<file path="config.mk">
export PLATFORM = sky130hd
export DESIGN_NAME = phased_array_top
export DESIGN_NICKNAME = d
export VERILOG_FILES = /design/src/phased_array_pkg.sv /design/src/phased_array_top.sv /design/src/pwm.sv /design/src/pulse_width_encoder.sv /design/src/silencer.sv /design/src/modulation.sv /design/src/drive_sequencer.sv /design/src/time_cnt_generator.sv /design/src/axil_regs.sv
export VERILOG_INCLUDE_DIRS = /design/src
export SDC_FILE = /design/constraint.sdc
export NUM_CORES = 2
export LEC_CHECK = 0
export BUFFER_PORTS_ARGS = -buffer_cell sky130_fd_sc_hd__buf_2
export CORE_UTILIZATION = 25
export CTS_BUF_LIST = sky130_fd_sc_hd__clkbuf_8
export CTS_CLUSTER_DIAMETER = 150
export DETAILED_ROUTE_END_ITERATION = 10
export MAX_ROUTING_LAYER = met4
export PLACE_DENSITY_LB_ADDON = 0.08
export SLEW_MARGIN = 20
export SYNTH_ARGS = -nofsm -noshare
export SYNTH_HDL_FRONTEND = slang
export SYNTH_SLANG_ARGS = --single-unit
</file>
<file path="constraint.sdc">
create_clock -name clk -period 8.9 [get_ports clk]
set_clock_uncertainty 0.05 [all_clocks]
set_input_delay 0.445 -clock clk [delete_from_list [all_inputs] [get_ports clk]]
set_output_delay 0.445 -clock clk [all_outputs]
set_load 0.01 [all_outputs]
</file>
<file path="src/phased_array_cfg.svh">
`ifndef PHASED_ARRAY_CFG_SVH
`define PHASED_ARRAY_CFG_SVH

`define PA_DEPTH 8
`define PA_CYCLE 512
`define PA_MOD_SIZE 16
`define PA_ADDR_W 12

// Host register map
`define PA_REG_CTRL 12'h000
`define PA_REG_STEP 12'h004
`define PA_REG_MOD_LEN 12'h008
`define PA_MOD_BASE 12'h100
`define PA_DRIVE_BASE 12'h200
`define PA_PWE_BASE 12'h400

`endif
</file>
<file path="src/phased_array_pkg.sv">
package phased_array_pkg;

  // Emission amplitude, 0 is off
  typedef logic [7:0] intensity_t;

  // 256 steps span one carrier period
  typedef logic [7:0] phase_t;

  // High time in ticks, 0 to 256
  typedef logic [8:0] pulse_width_t;

  typedef logic [8:0] time_cnt_t;

  typedef enum logic [1:0] {
    RESP_OKAY   = 2'b00,
    RESP_EXOKAY = 2'b01,
    RESP_SLVERR = 2'b10,
    RESP_DECERR = 2'b11
  } axi_resp_t;

endpackage

</file>
<file path="src/phased_array_top.sv">
`timescale 1ns/10ps
`include "phased_array_cfg.svh"
module phased_array_top (
  input  logic                         clk,
  input  logic                         rst_n,
  input  logic [`PA_ADDR_W-1:0]        awaddr,
  input  logic                         awvalid,
  output logic                         awready,
  input  logic [31:0]                  wdata,
  input  logic [3:0]                   wstrb,
  input  logic                         wvalid,
  output logic                         wready,
  output phased_array_pkg::axi_resp_t  bresp,
  output logic                         bvalid,
  input  logic                         bready,
  input  logic [`PA_ADDR_W-1:0]        araddr,
  input  logic                         arvalid,
  output logic                         arready,
  output logic [31:0]                  rdata,
  output phased_array_pkg::axi_resp_t  rresp,
  output logic                         rvalid,
  input  logic                         rready,
  output logic [`PA_DEPTH-1:0]         pwm_out
);

  logic out_enable;
  phased_array_pkg::intensity_t silencer_step;
  logic [3:0] mod_len;
  phased_array_pkg::intensity_t drive_intensity [`PA_DEPTH];
  phased_array_pkg::phase_t drive_phase [`PA_DEPTH];
  logic mod_we;
  logic [3:0] mod_addr;
  logic [7:0] mod_wdata;
  logic pwe_we;
  logic [7:0] pwe_addr;
  phased_array_pkg::pulse_width_t pwe_wdata;

  phased_array_pkg::time_cnt_t time_cnt;
  logic update;

  phased_array_pkg::intensity_t intensity, intensity_m, intensity_s;
  phased_array_pkg::phase_t phase, phase_m, phase_s, phase_e;
  phased_array_pkg::pulse_width_t pulse_width_e;
  logic dout_valid, dout_valid_m, dout_valid_s, dout_valid_e;

  axil_regs axil_regs (
      .clk(clk),
      .rst_n(rst_n),
      .awaddr(awaddr),
      .awvalid(awvalid),
      .awready(awready),
      .wdata(wdata),
      .wstrb(wstrb),
      .wvalid(wvalid),
      .wready(wready),
      .bresp(bresp),
      .bvalid(bvalid),
      .bready(bready),
      .araddr(araddr),
      .arvalid(arvalid),
      .arready(arready),
      .rdata(rdata),
      .rresp(rresp),
      .rvalid(rvalid),
      .rready(rready),
      .out_enable(out_enable),
      .silencer_step(silencer_step),
      .mod_len(mod_len),
      .drive_intensity(drive_intensity),
      .drive_phase(drive_phase),
      .mod_we(mod_we),
      .mod_addr(mod_addr),
      .mod_wdata(mod_wdata),
      .pwe_we(pwe_we),
      .pwe_addr(pwe_addr),
      .pwe_wdata(pwe_wdata)
  );

  time_cnt_generator time_cnt_generator (
      .clk(clk),
      .rst_n(rst_n),
      .time_cnt(time_cnt),
      .update(update)
  );

  drive_sequencer drive_sequencer (
      .clk(clk),
      .rst_n(rst_n),
      .update(update),
      .drive_intensity(drive_intensity),
      .drive_phase(drive_phase),
      .intensity(intensity),
      .phase(phase),
      .dout_valid(dout_valid)
  );

  modulation modulation (
      .clk(clk),
      .rst_n(rst_n),
      .update(update),
      .mod_len(mod_len),
      .mod_we(mod_we),
      .mod_addr(mod_addr),
      .mod_wdata(mod_wdata),
      .din_valid(dout_valid),
      .intensity_in(intensity),
      .phase_in(phase),
      .intensity_out(intensity_m),
      .phase_out(phase_m),
      .dout_valid(dout_valid_m)
  );

  silencer silencer (
      .clk(clk),
      .rst_n(rst_n),
      .silencer_step(silencer_step),
      .din_valid(dout_valid_m),
      .intensity_in(intensity_m),
      .phase_in(phase_m),
      .intensity_out(intensity_s),
      .phase_out(phase_s),
      .dout_valid(dout_valid_s)
  );

  pulse_width_encoder pulse_width_encoder (
      .clk(clk),
      .pwe_we(pwe_we),
      .pwe_addr(pwe_addr),
      .pwe_wdata(pwe_wdata),
      .din_valid(dout_valid_s),
      .intensity_in(intensity_s),
      .phase_in(phase_s),
      .pulse_width_out(pulse_width_e),
      .phase_out(phase_e),
      .dout_valid(dout_valid_e)
  );

  pwm pwm (
      .clk(clk),
      .rst_n(rst_n),
      .time_cnt(time_cnt),
      .update(update),
      .out_enable(out_enable),
      .din_valid(dout_valid_e),
      .pulse_width(pulse_width_e),
      .phase(phase_e),
      .pwm_out(pwm_out)
  );

endmodule

</file>
<file path="src/pwm.sv">
`timescale 1ns/10ps
`include "phased_array_cfg.svh"
module pwm (
  input  logic                            clk,
  input  logic                            rst_n,
  input  phased_array_pkg::time_cnt_t     time_cnt,
  input  logic                            update,
  input  logic                            out_enable,
  input  logic                            din_valid,
  input  phased_array_pkg::pulse_width_t  pulse_width,
  input  phased_array_pkg::phase_t        phase,
  output logic [`PA_DEPTH-1:0]            pwm_out
);

  localparam int CH_W = $clog2(`PA_DEPTH);

  logic [CH_W-1:0] ch;
  phased_array_pkg::pulse_width_t pend_w [`PA_DEPTH];
  phased_array_pkg::pulse_width_t act_w [`PA_DEPTH];
  phased_array_pkg::phase_t pend_p [`PA_DEPTH];
  phased_array_pkg::phase_t act_p [`PA_DEPTH];

  always_ff @(posedge clk) begin
    if (!rst_n) begin
      ch <= '0;
      for (int c = 0; c < `PA_DEPTH; c++) begin
        pend_w[c] <= '0;
        pend_p[c] <= '0;
        act_w[c] <= '0;
        act_p[c] <= '0;
      end
    end else begin
      if (din_valid) begin
        pend_w[ch] <= pulse_width;
        pend_p[ch] <= phase;
        ch <= (ch == CH_W'(`PA_DEPTH - 1)) ? '0 : ch + 1'b1;
      end
      if (update) begin
        for (int c = 0; c < `PA_DEPTH; c++) begin
          act_w[c] <= pend_w[c];
          act_p[c] <= pend_p[c];
        end
      end
    end
  end

  for (genvar c = 0; c < `PA_DEPTH; c++) begin : g_ch
    phased_array_pkg::pulse_width_t w;
    phased_array_pkg::phase_t p;
    phased_array_pkg::time_cnt_t rise, offset;

    // Tick 0 already sees the new set
    assign w = update ? pend_w[c] : act_w[c];
    assign p = update ? pend_p[c] : act_p[c];
    assign rise = {p, 1'b0} - (w >> 1);  // Pulse centred on twice the phase
    assign offset = time_cnt - rise;
    assign pwm_out[c] = out_enable & (offset < w);
  end

endmodule

</file>
<file path="src/pulse_width_encoder.sv">
`timescale 1ns/10ps
module pulse_width_encoder (
  input  logic                            clk,
  input  logic                            pwe_we,
  input  logic [7:0]                      pwe_addr,
  input  phased_array_pkg::pulse_width_t  pwe_wdata,
  input  logic                            din_valid,
  input  phased_array_pkg::intensity_t    intensity_in,
  input  phased_array_pkg::phase_t        phase_in,
  output phased_array_pkg::pulse_width_t  pulse_width_out,
  output phased_array_pkg::phase_t        phase_out,
  output logic                            dout_valid
);

  // One entry per intensity code
  phased_array_pkg::pulse_width_t pwe_ram [256];

  always_ff @(posedge clk) begin
    if (pwe_we) pwe_ram[pwe_addr] <= pwe_wdata;
  end

  always_ff @(posedge clk) begin
    dout_valid <= din_valid;
    pulse_width_out <= pwe_ram[intensity_in];  // Registered read
    phase_out <= phase_in;
  end

  a_width_in_range: assert property (
    @(posedge clk) pwe_we |-> pwe_wdata <= 9'd256
  );

endmodule

</file>
<file path="src/silencer.sv">
`timescale 1ns/10ps
`include "phased_array_cfg.svh"
module silencer (
  input  logic                          clk,
  input  logic                          rst_n,
  input  phased_array_pkg::intensity_t  silencer_step,
  input  logic                          din_valid,
  input  phased_array_pkg::intensity_t  intensity_in,
  input  phased_array_pkg::phase_t      phase_in,
  output phased_array_pkg::intensity_t  intensity_out,
  output phased_array_pkg::phase_t      phase_out,
  output logic                          dout_valid
);

  localparam int CH_W = $clog2(`PA_DEPTH);

  phased_array_pkg::intensity_t cur_int [`PA_DEPTH];
  phased_array_pkg::phase_t cur_phase [`PA_DEPTH];
  logic [CH_W-1:0] ch;  // Arrival order
  phased_array_pkg::intensity_t int_now, int_next;
  phased_array_pkg::phase_t ph_now, ph_next, ph_up, ph_down;

  assign int_now = cur_int[ch];
  assign ph_now = cur_phase[ch];
  assign ph_up = phase_in - ph_now;  // Distance going up, mod 256
  assign ph_down = ph_now - phase_in;

  always_comb begin
    if (intensity_in >= int_now) begin
      if (intensity_in - int_now <= silencer_step) int_next = intensity_in;
      else int_next = int_now + silencer_step;
    end else begin
      if (int_now - intensity_in <= silencer_step) int_next = intensity_in;
      else int_next = int_now - silencer_step;
    end
  end

  // Half-circle tie resolves upward
  always_comb begin
    if (ph_up <= 8'd128) begin
      if (ph_up <= silencer_step) ph_next = phase_in;
      else ph_next = ph_now + silencer_step;
    end else begin
      if (ph_down <= silencer_step) ph_next = phase_in;
      else ph_next = ph_now - silencer_step;
    end
  end

  always_ff @(posedge clk) begin
    if (!rst_n) begin
      ch <= '0;
      dout_valid <= 1'b0;
      for (int c = 0; c < `PA_DEPTH; c++) begin
        cur_int[c] <= '0;
        cur_phase[c] <= '0;
      end
    end else begin
      dout_valid <= din_valid;
      if (din_valid) begin
        cur_int[ch] <= int_next;
        cur_phase[ch] <= ph_next;
        ch <= (ch == CH_W'(`PA_DEPTH - 1)) ? '0 : ch + 1'b1;
      end
    end
  end

  always_ff @(posedge clk) begin
    if (din_valid) begin
      intensity_out <= int_next;
      phase_out <= ph_next;
    end
  end

endmodule

</file>
<file path="src/modulation.sv">
`timescale 1ns/10ps
`include "phased_array_cfg.svh"
module modulation (
  input  logic                          clk,
  input  logic                          rst_n,
  input  logic                          update,
  input  logic [3:0]                    mod_len,
  input  logic                          mod_we,
  input  logic [3:0]                    mod_addr,
  input  logic [7:0]                    mod_wdata,
  input  logic                          din_valid,
  input  phased_array_pkg::intensity_t  intensity_in,
  input  phased_array_pkg::phase_t      phase_in,
  output phased_array_pkg::intensity_t  intensity_out,
  output phased_array_pkg::phase_t      phase_out,
  output logic                          dout_valid
);

  logic [7:0] mod_table [`PA_MOD_SIZE];
  logic [3:0] mod_idx;
  logic started;
  logic [16:0] scaled;

  // Sample 255 gives a factor of exactly one
  assign scaled = intensity_in * ({1'b0, mod_table[mod_idx]} + 9'd1);

  always_ff @(posedge clk) begin
    if (!rst_n) begin
      mod_idx <= '0;
      started <= 1'b0;
      dout_valid <= 1'b0;
      for (int k = 0; k < `PA_MOD_SIZE; k++) mod_table[k] <= 8'hFF;  // Pass-through
    end else begin
      dout_valid <= din_valid;
      if (mod_we) mod_table[mod_addr] <= mod_wdata;
      if (update) begin
        if (!started) started <= 1'b1;  // First period keeps sample 0
        else mod_idx <= (mod_idx >= mod_len) ? '0 : mod_idx + 1'b1;
      end
    end
  end

  always_ff @(posedge clk) begin
    if (din_valid) begin
      intensity_out <= scaled[15:8];
      phase_out <= phase_in;
    end
  end

endmodule

</file>
<file path="src/drive_sequencer.sv">
`timescale 1ns/10ps
`include "phased_array_cfg.svh"
module drive_sequencer (
  input  logic                          clk,
  input  logic                          rst_n,
  input  logic                          update,
  input  phased_array_pkg::intensity_t  drive_intensity [`PA_DEPTH],
  input  phased_array_pkg::phase_t      drive_phase [`PA_DEPTH],
  output phased_array_pkg::intensity_t  intensity,
  output phased_array_pkg::phase_t      phase,
  output logic                          dout_valid
);

  localparam int CH_W = $clog2(`PA_DEPTH);

  logic [CH_W-1:0] ch;  // Next channel to emit
  logic active;
  logic [CH_W-1:0] sel;

  assign sel = update ? '0 : ch;

  always_ff @(posedge clk) begin
    if (!rst_n) begin
      ch <= '0;
      active <= 1'b0;
      dout_valid <= 1'b0;
    end else if (update || active) begin
      dout_valid <= 1'b1;
      active <= (sel != CH_W'(`PA_DEPTH - 1));
      ch <= sel + 1'b1;
    end else begin
      dout_valid <= 1'b0;
    end
  end

  always_ff @(posedge clk) begin
    if (update || active) begin
      intensity <= drive_intensity[sel];
      phase <= drive_phase[sel];
    end
  end

  a_no_overlap: assert property (
    @(posedge clk) disable iff (!rst_n) update |-> !active
  );

endmodule

</file>
<file path="src/time_cnt_generator.sv">
`timescale 1ns/10ps
`include "phased_array_cfg.svh"
module time_cnt_generator (
  input  logic                          clk,
  input  logic                          rst_n,
  output phased_array_pkg::time_cnt_t   time_cnt,
  output logic                          update
);

  // Time starts at reset, no external alignment
  always_ff @(posedge clk) begin
    if (!rst_n) begin
      time_cnt <= '0;
    end else if (time_cnt == `PA_CYCLE - 1) begin
      time_cnt <= '0;
    end else begin
      time_cnt <= time_cnt + 1'b1;
    end
  end

  assign update = (time_cnt == '0);  // Period start

endmodule

</file>
<file path="src/axil_regs.sv">
`timescale 1ns/10ps
`include "phased_array_cfg.svh"
module axil_regs (
  input  logic                             clk,
  input  logic                             rst_n,
  input  logic [`PA_ADDR_W-1:0]            awaddr,
  input  logic                             awvalid,
  output logic                             awready,
  input  logic [31:0]                      wdata,
  input  logic [3:0]                       wstrb,
  input  logic                             wvalid,
  output logic                             wready,
  output phased_array_pkg::axi_resp_t      bresp,
  output logic                             bvalid,
  input  logic                             bready,
  input  logic [`PA_ADDR_W-1:0]            araddr,
  input  logic                             arvalid,
  output logic                             arready,
  output logic [31:0]                      rdata,
  output phased_array_pkg::axi_resp_t      rresp,
  output logic                             rvalid,
  input  logic                             rready,
  output logic                             out_enable,
  output phased_array_pkg::intensity_t     silencer_step,
  output logic [3:0]                       mod_len,
  output phased_array_pkg::intensity_t     drive_intensity [`PA_DEPTH],
  output phased_array_pkg::phase_t         drive_phase [`PA_DEPTH],
  output logic                             mod_we,
  output logic [3:0]                       mod_addr,
  output logic [7:0]                       mod_wdata,
  output logic                             pwe_we,
  output logic [7:0]                       pwe_addr,
  output phased_array_pkg::pulse_width_t   pwe_wdata
);

  localparam int CH_W = $clog2(`PA_DEPTH);

  logic wr_fire, rd_fire;
  logic is_drv_w, is_drv_r;
  logic [CH_W-1:0] wr_idx, rd_idx;
  logic [31:0] rd_word;

  assign wready = awready;  // Address and data taken together
  assign wr_fire = awready & awvalid & wvalid;
  assign rd_fire = arready & arvalid;
  assign bresp = phased_array_pkg::RESP_OKAY;
  assign rresp = phased_array_pkg::RESP_OKAY;

  assign is_drv_w = ((awaddr & 12'hF00) == `PA_DRIVE_BASE) && (awaddr[7:2] < `PA_DEPTH);
  assign is_drv_r = ((araddr & 12'hF00) == `PA_DRIVE_BASE) && (araddr[7:2] < `PA_DEPTH);
  assign wr_idx = awaddr[2 +: CH_W];
  assign rd_idx = araddr[2 +: CH_W];

  // Table write ports act on the handshake edge
  assign mod_we = wr_fire && ((awaddr & 12'hF00) == `PA_MOD_BASE) &&
                  (awaddr[7:2] < `PA_MOD_SIZE) && wstrb[0];
  assign mod_addr = awaddr[5:2];
  assign mod_wdata = wdata[7:0];
  assign pwe_we = wr_fire && ((awaddr & 12'hC00) == `PA_PWE_BASE) && (wstrb[1:0] == 2'b11);
  assign pwe_addr = awaddr[9:2];
  assign pwe_wdata = wdata[8:0];

  always_ff @(posedge clk) begin
    if (!rst_n) begin
      awready <= 1'b0;
      bvalid <= 1'b0;
      arready <= 1'b0;
      rvalid <= 1'b0;
    end else begin
      awready <= !awready && awvalid && wvalid && !bvalid;
      if (wr_fire) bvalid <= 1'b1;
      else if (bready) bvalid <= 1'b0;
      arready <= !arready && arvalid && !rvalid;
      if (rd_fire) rvalid <= 1'b1;
      else if (rready) rvalid <= 1'b0;
    end
  end

  always_ff @(posedge clk) begin
    if (!rst_n) begin
      out_enable <= 1'b0;
      silencer_step <= '0;
      mod_len <= '0;
      for (int c = 0; c < `PA_DEPTH; c++) begin
        drive_intensity[c] <= '0;
        drive_phase[c] <= '0;
      end
    end else if (wr_fire) begin
      if (awaddr == `PA_REG_CTRL && wstrb[0]) out_enable <= wdata[0];
      if (awaddr == `PA_REG_STEP && wstrb[0]) silencer_step <= wdata[7:0];
      if (awaddr == `PA_REG_MOD_LEN && wstrb[0]) mod_len <= wdata[3:0];
      if (is_drv_w) begin
        if (wstrb[0]) drive_intensity[wr_idx] <= wdata[7:0];
        if (wstrb[1]) drive_phase[wr_idx] <= wdata[15:8];
      end
    end
  end

  // Tables are write only
  always_comb begin
    rd_word = '0;
    if (araddr == `PA_REG_CTRL) rd_word[0] = out_enable;
    else if (araddr == `PA_REG_STEP) rd_word[7:0] = silencer_step;
    else if (araddr == `PA_REG_MOD_LEN) rd_word[3:0] = mod_len;
    else if (is_drv_r) rd_word[15:0] = {drive_phase[rd_idx], drive_intensity[rd_idx]};
  end

  always_ff @(posedge clk) begin
    if (rd_fire) rdata <= rd_word;
  end

  a_bvalid_after_write: assert property (
    @(posedge clk) disable iff (!rst_n) $rose(bvalid) |-> $past(wr_fire)
  );

  // Read data holds while the response waits
  a_rvalid_held: assert property (
    @(posedge clk) disable iff (!rst_n) rvalid && !rready |=> rvalid && $stable(rdata)
  );

endmodule

</file>
==> impl_results.rst <==
.. list-table::
   :header-rows: 1

   * - Metric
     - Value
   * - Die extent in y
     - 733 µm
   * - Post-synthesis instance area
     - 134000 µm²
   * - Critical path start-end classification
     - reg -> reg
   * - Asr flop ratio synth
     - 0
   * - Setup repair after global routing missed its margin
     - no
   * - Main synth FF type
     - sky130_fd_sc_hd__edfxtp_1
   * - Initial antenna violation count
     - 53
   * - Fin crit share
     - 0.818
   * - Worst EP required
     - about 10 ns
   * - Maximum ir drop on the vdd rail
     - 0.000182 V
   * - Routability-driven placement congestion ratio
     - 0.750
   * - CP Capture Type
     - flop
   * - Final Max Slew Viols
     - 0
   * - Yosys warnings
     - 0
   * - Library cell used as clock root buffer
     - sky130_fd_sc_hd__clkbuf_8
   * - Number of buffers inserted by port buffering
     - 77
   * - Result of the run
     - completed
   * - PwrDens
     - 261 nW/µm²
   * - Flop and latch count out of synthesis
     - 3093
   * - Iteration count of the initial detailed-routing pass
     - 6
   * - Number of unique standard cell types used by synthesis
     - 80
   * - Largest net degree at the start of global routing
     - 169
   * - Setup fix buffers added after clock tree synthesis
     - 0
   * - Highest-count cells in the layout ignoring fill and taps
     - sky130_fd_sc_hd__edfxtp_1 (2896), sky130_fd_sc_hd__mux4_2 (864), sky130_fd_sc_hd__clkbuf_8 (619), sky130_fd_sc_hd__inv_1 (479), sky130_fd_sc_hd__nand2_1 (439)
   * - Mapped Avg Cell Area
     - 17.5 µm²
   * - TritonCTS Buffers
     - a little under 600
   * - Initial core utilization
     - 0.251
   * - Total negative slack
     - 0 ns
   * - I/O pin count
     - 116
   * - Setup violation total in the final timing report
     - 0
   * - Share of synthesized area occupied by flip-flops and latches
     - 0.680
   * - Class of the most critical hold timing path
     - in -> reg
   * - Core region area
     - ~530000 µm²
   * - Post-route DRC violation count
     - 0
   * - Crit path max fanout
     - 11
   * - Max cap viols
     - 0
   * - First-pass GRT wire length
     - between 500 and 600 mm
   * - Avg Vias per Cell
     - 4.54
   * - HPWL after detailed placement
     - 251 mm
   * - Reg clk slew, reported paths
     - approximately 0.06 ns
   * - Number of sinks driven by the clock tree
     - 3093
   * - Average wire per standard cell
     - about 27 µm
   * - Hold buffer count at CTS
     - 53
   * - Iteration-0 DRC count of the detailed router
     - 5398
   * - Slew @ Worst Pin
     - around 1.2 ns
   * - Total number of H-tree levels
     - 6
   * - Total GRT Usage
     - 0.157
   * - Count of endpoints failing hold in the final timing report
     - 0
   * - Total wire length after detailed routing
     - 419 mm
   * - Final worst setup slack
     - 1.62 ns
   * - Number of global-route vias before repair
     - 74600
   * - Commonest non-fill, non-tap cell in the layout
     - sky130_fd_sc_hd__edfxtp_1
   * - Total gr overflow
     - 0
   * - Die area
     - 538000 µm²
   * - Leakage Power
     - 51.0 nW
   * - CTS tree
     - done
   * - Number of enable-type register cells in the synthesized netlist
     - between 2000 and 3000
   * - Clock latency at the later pin of the worst-skew pair
     - 1.20 ns
   * - Setup slack at placement
     - 1.46 ns
   * - Share of final-layout standard cells stronger than drive strength 1
     - 0.227
   * - Total Nets Final
     - 8531
   * - Endpoint arrival time on the critical path
     - 8.14 ns
   * - Longest Clk Path Bufs
     - 4
   * - Gates resized, CTS repair
     - 0
   * - Row count
     - 268
   * - Horiz. Die Dim
     - 733 µm
   * - Fin crit period
     - 7.28 ns
   * - Number of vias in the routed layout
     - 70700
   * - Antenna Violating Nets Remaining
     - 0
   * - Synthesis-to-finish area growth
     - 15.4%
   * - Startpoint type of the worst setup path
     - flop
   * - Number of instances in the synthesized netlist
     - 7641
   * - Worst rel slew slack
     - 0.219
   * - Highest clock rate
     - 0.137 GHz
final cells by class:
type	instances	area, µm²
sequential	3093	90900
antenna	15	37.5
inverter	273	1020
clock inverter	424	2200
tap	7020	8780
multi-input combinational	3853	40400
fill	53000	378000
timing repair buffer	288	2470
clock buffer	619	8520
worst max-delay path: stages (launching register included):
cell and delay, ns:
sky130_fd_sc_hd__dfxtp_1 0.87, sky130_fd_sc_hd__mux4_2 0.59, sky130_fd_sc_hd__mux2_2 0.28, sky130_fd_sc_hd__o21ai_2 0.30, sky130_fd_sc_hd__inv_1 0.12, sky130_fd_sc_hd__and2_1 0.21, sky130_fd_sc_hd__nand3_1 0.09, sky130_fd_sc_hd__xor2_1 0.68
sky130_fd_sc_hd__nor2b_1 0.15, sky130_fd_sc_hd__fa_1 0.57, sky130_fd_sc_hd__inv_1 0.06, sky130_fd_sc_hd__fa_1 0.53, sky130_fd_sc_hd__inv_1 0.05, sky130_fd_sc_hd__fa_1 0.48, sky130_fd_sc_hd__inv_1 0.05, sky130_fd_sc_hd__fa_1 0.48
sky130_fd_sc_hd__inv_1 0.04, sky130_fd_sc_hd__ha_1 0.21, sky130_fd_sc_hd__or3_1 0.36, sky130_fd_sc_hd__a21oi_1 0.20, sky130_fd_sc_hd__o31ai_2 0.11, sky130_fd_sc_hd__a21oi_1 0.29, sky130_fd_sc_hd__o21ai_1 0.12, sky130_fd_sc_hd__xnor2_1 0.13
kinds of logic after synthesis:
family / share of synthesized area
buffers and inverters: 0.0209
AO/OA/AOI/OAI: 0.0241
adder cells (fa/ha/maj): 0.0401
XOR/XNOR: 0.00793
flip-flops: 0.680
other: 0.0000280
AND/OR/NAND/NOR: 0.0654
multiplexers: 0.162
stage by stage:
stage | total power, mW | util | cells | hold slack, ns | cell area [µm²]
finish | 40.3 | 0.290 | 15600 | 0.197 | 154000
global route | 42.3 | 0.290 | 15600 | 0.0928 | 154000
floorplan | 23.5 | - | 7660 | 0.260 | 134000
detailed placement | 27.8 | 0.268 | 14500 | 0.278 | 143000
global placement | 27.8 | 0.268 | 14500 | 0.280 | 143000
CTS | 41.2 | 0.290 | 15600 | 0.00217 | 154000
power breakdown:
group          leakage [nW]  switching, mW  internal, mW  total (mW)
Sequential             28.1          0.375          16.2        16.6
Combinational          16.6           6.33          4.32        10.7
Clock                  6.22           6.34          6.70        13.0
cells in the mapped netlist (74+ instances only):
library cell	instances	area (µm²)
sky130_fd_sc_hd__nand3_1	107	536
sky130_fd_sc_hd__mux4_2	864	19500
sky130_fd_sc_hd__mux2i_1	206	2060
sky130_fd_sc_hd__inv_1	270	1010
sky130_fd_sc_hd__fa_1	104	2080
sky130_fd_sc_hd__dfxtp_1	197	3940
sky130_fd_sc_hd__a21boi_0	74	556
sky130_fd_sc_hd__nor2b_1	162	1010
sky130_fd_sc_hd__edfxtp_1	2896	87000
sky130_fd_sc_hd__o21ai_0	95	475
sky130_fd_sc_hd__or3_1	134	838
sky130_fd_sc_hd__and2_1	198	1240
sky130_fd_sc_hd__nor2_1	447	1680
sky130_fd_sc_hd__xnor2_1	80	701
sky130_fd_sc_hd__a21oi_1	98	490
sky130_fd_sc_hd__nand2_1	460	1730
sky130_fd_sc_hd__and3_1	116	726
sky130_fd_sc_hd__buf_1	97	364
sky130_fd_sc_hd__clkbuf_1	314	1180
sky130_fd_sc_hd__nor3_1	93	465
sky130_fd_sc_hd__ha_1	262	3280
final timing paths:
path	endpoint	startpoint	depth (start not counted)	slack, ns
hold / removal	modulation.mod_table[9][2]$_SDFFCE_PN1P_	awaddr[10]	5	0.20
hold reg to reg	pulse_width_encoder.phase_out[0]$_DFF_P_	silencer.phase_out[0]$_DFFE_PP_	0	0.28
setup / recovery	modulation.intensity_out[7]$_DFFE_PP_	flop	23	1.62
setup reg to reg	modulation.intensity_out[7]$_DFFE_PP_	flop	23	1.62
per-layer routing:
metal	vias to the layer above	part of all wire	track usage
li1	30800	-	-
met1	37600	0.45	0.210
met2	1729	0.47	0.247
met3	587	0.052	0.0285
met4	0	0.021	0.0388
met5	-	0	-
registers in the layout, summed over array words and instances, names as in the netlist, 64 cells and up, named ones only:
name                         flops
modulation.mod_table           128
axil_regs.drive_phase           64
silencer.cur_int                64
pwm.act_w                       72
pwm.pend_p                      64
pulse_width_encoder.pwe_ram   2304
silencer.cur_phase              64
axil_regs.drive_intensity       64
pwm.act_p                       64
pwm.pend_w                      72
No activity file was read; power rests on OpenSTA's default activity.
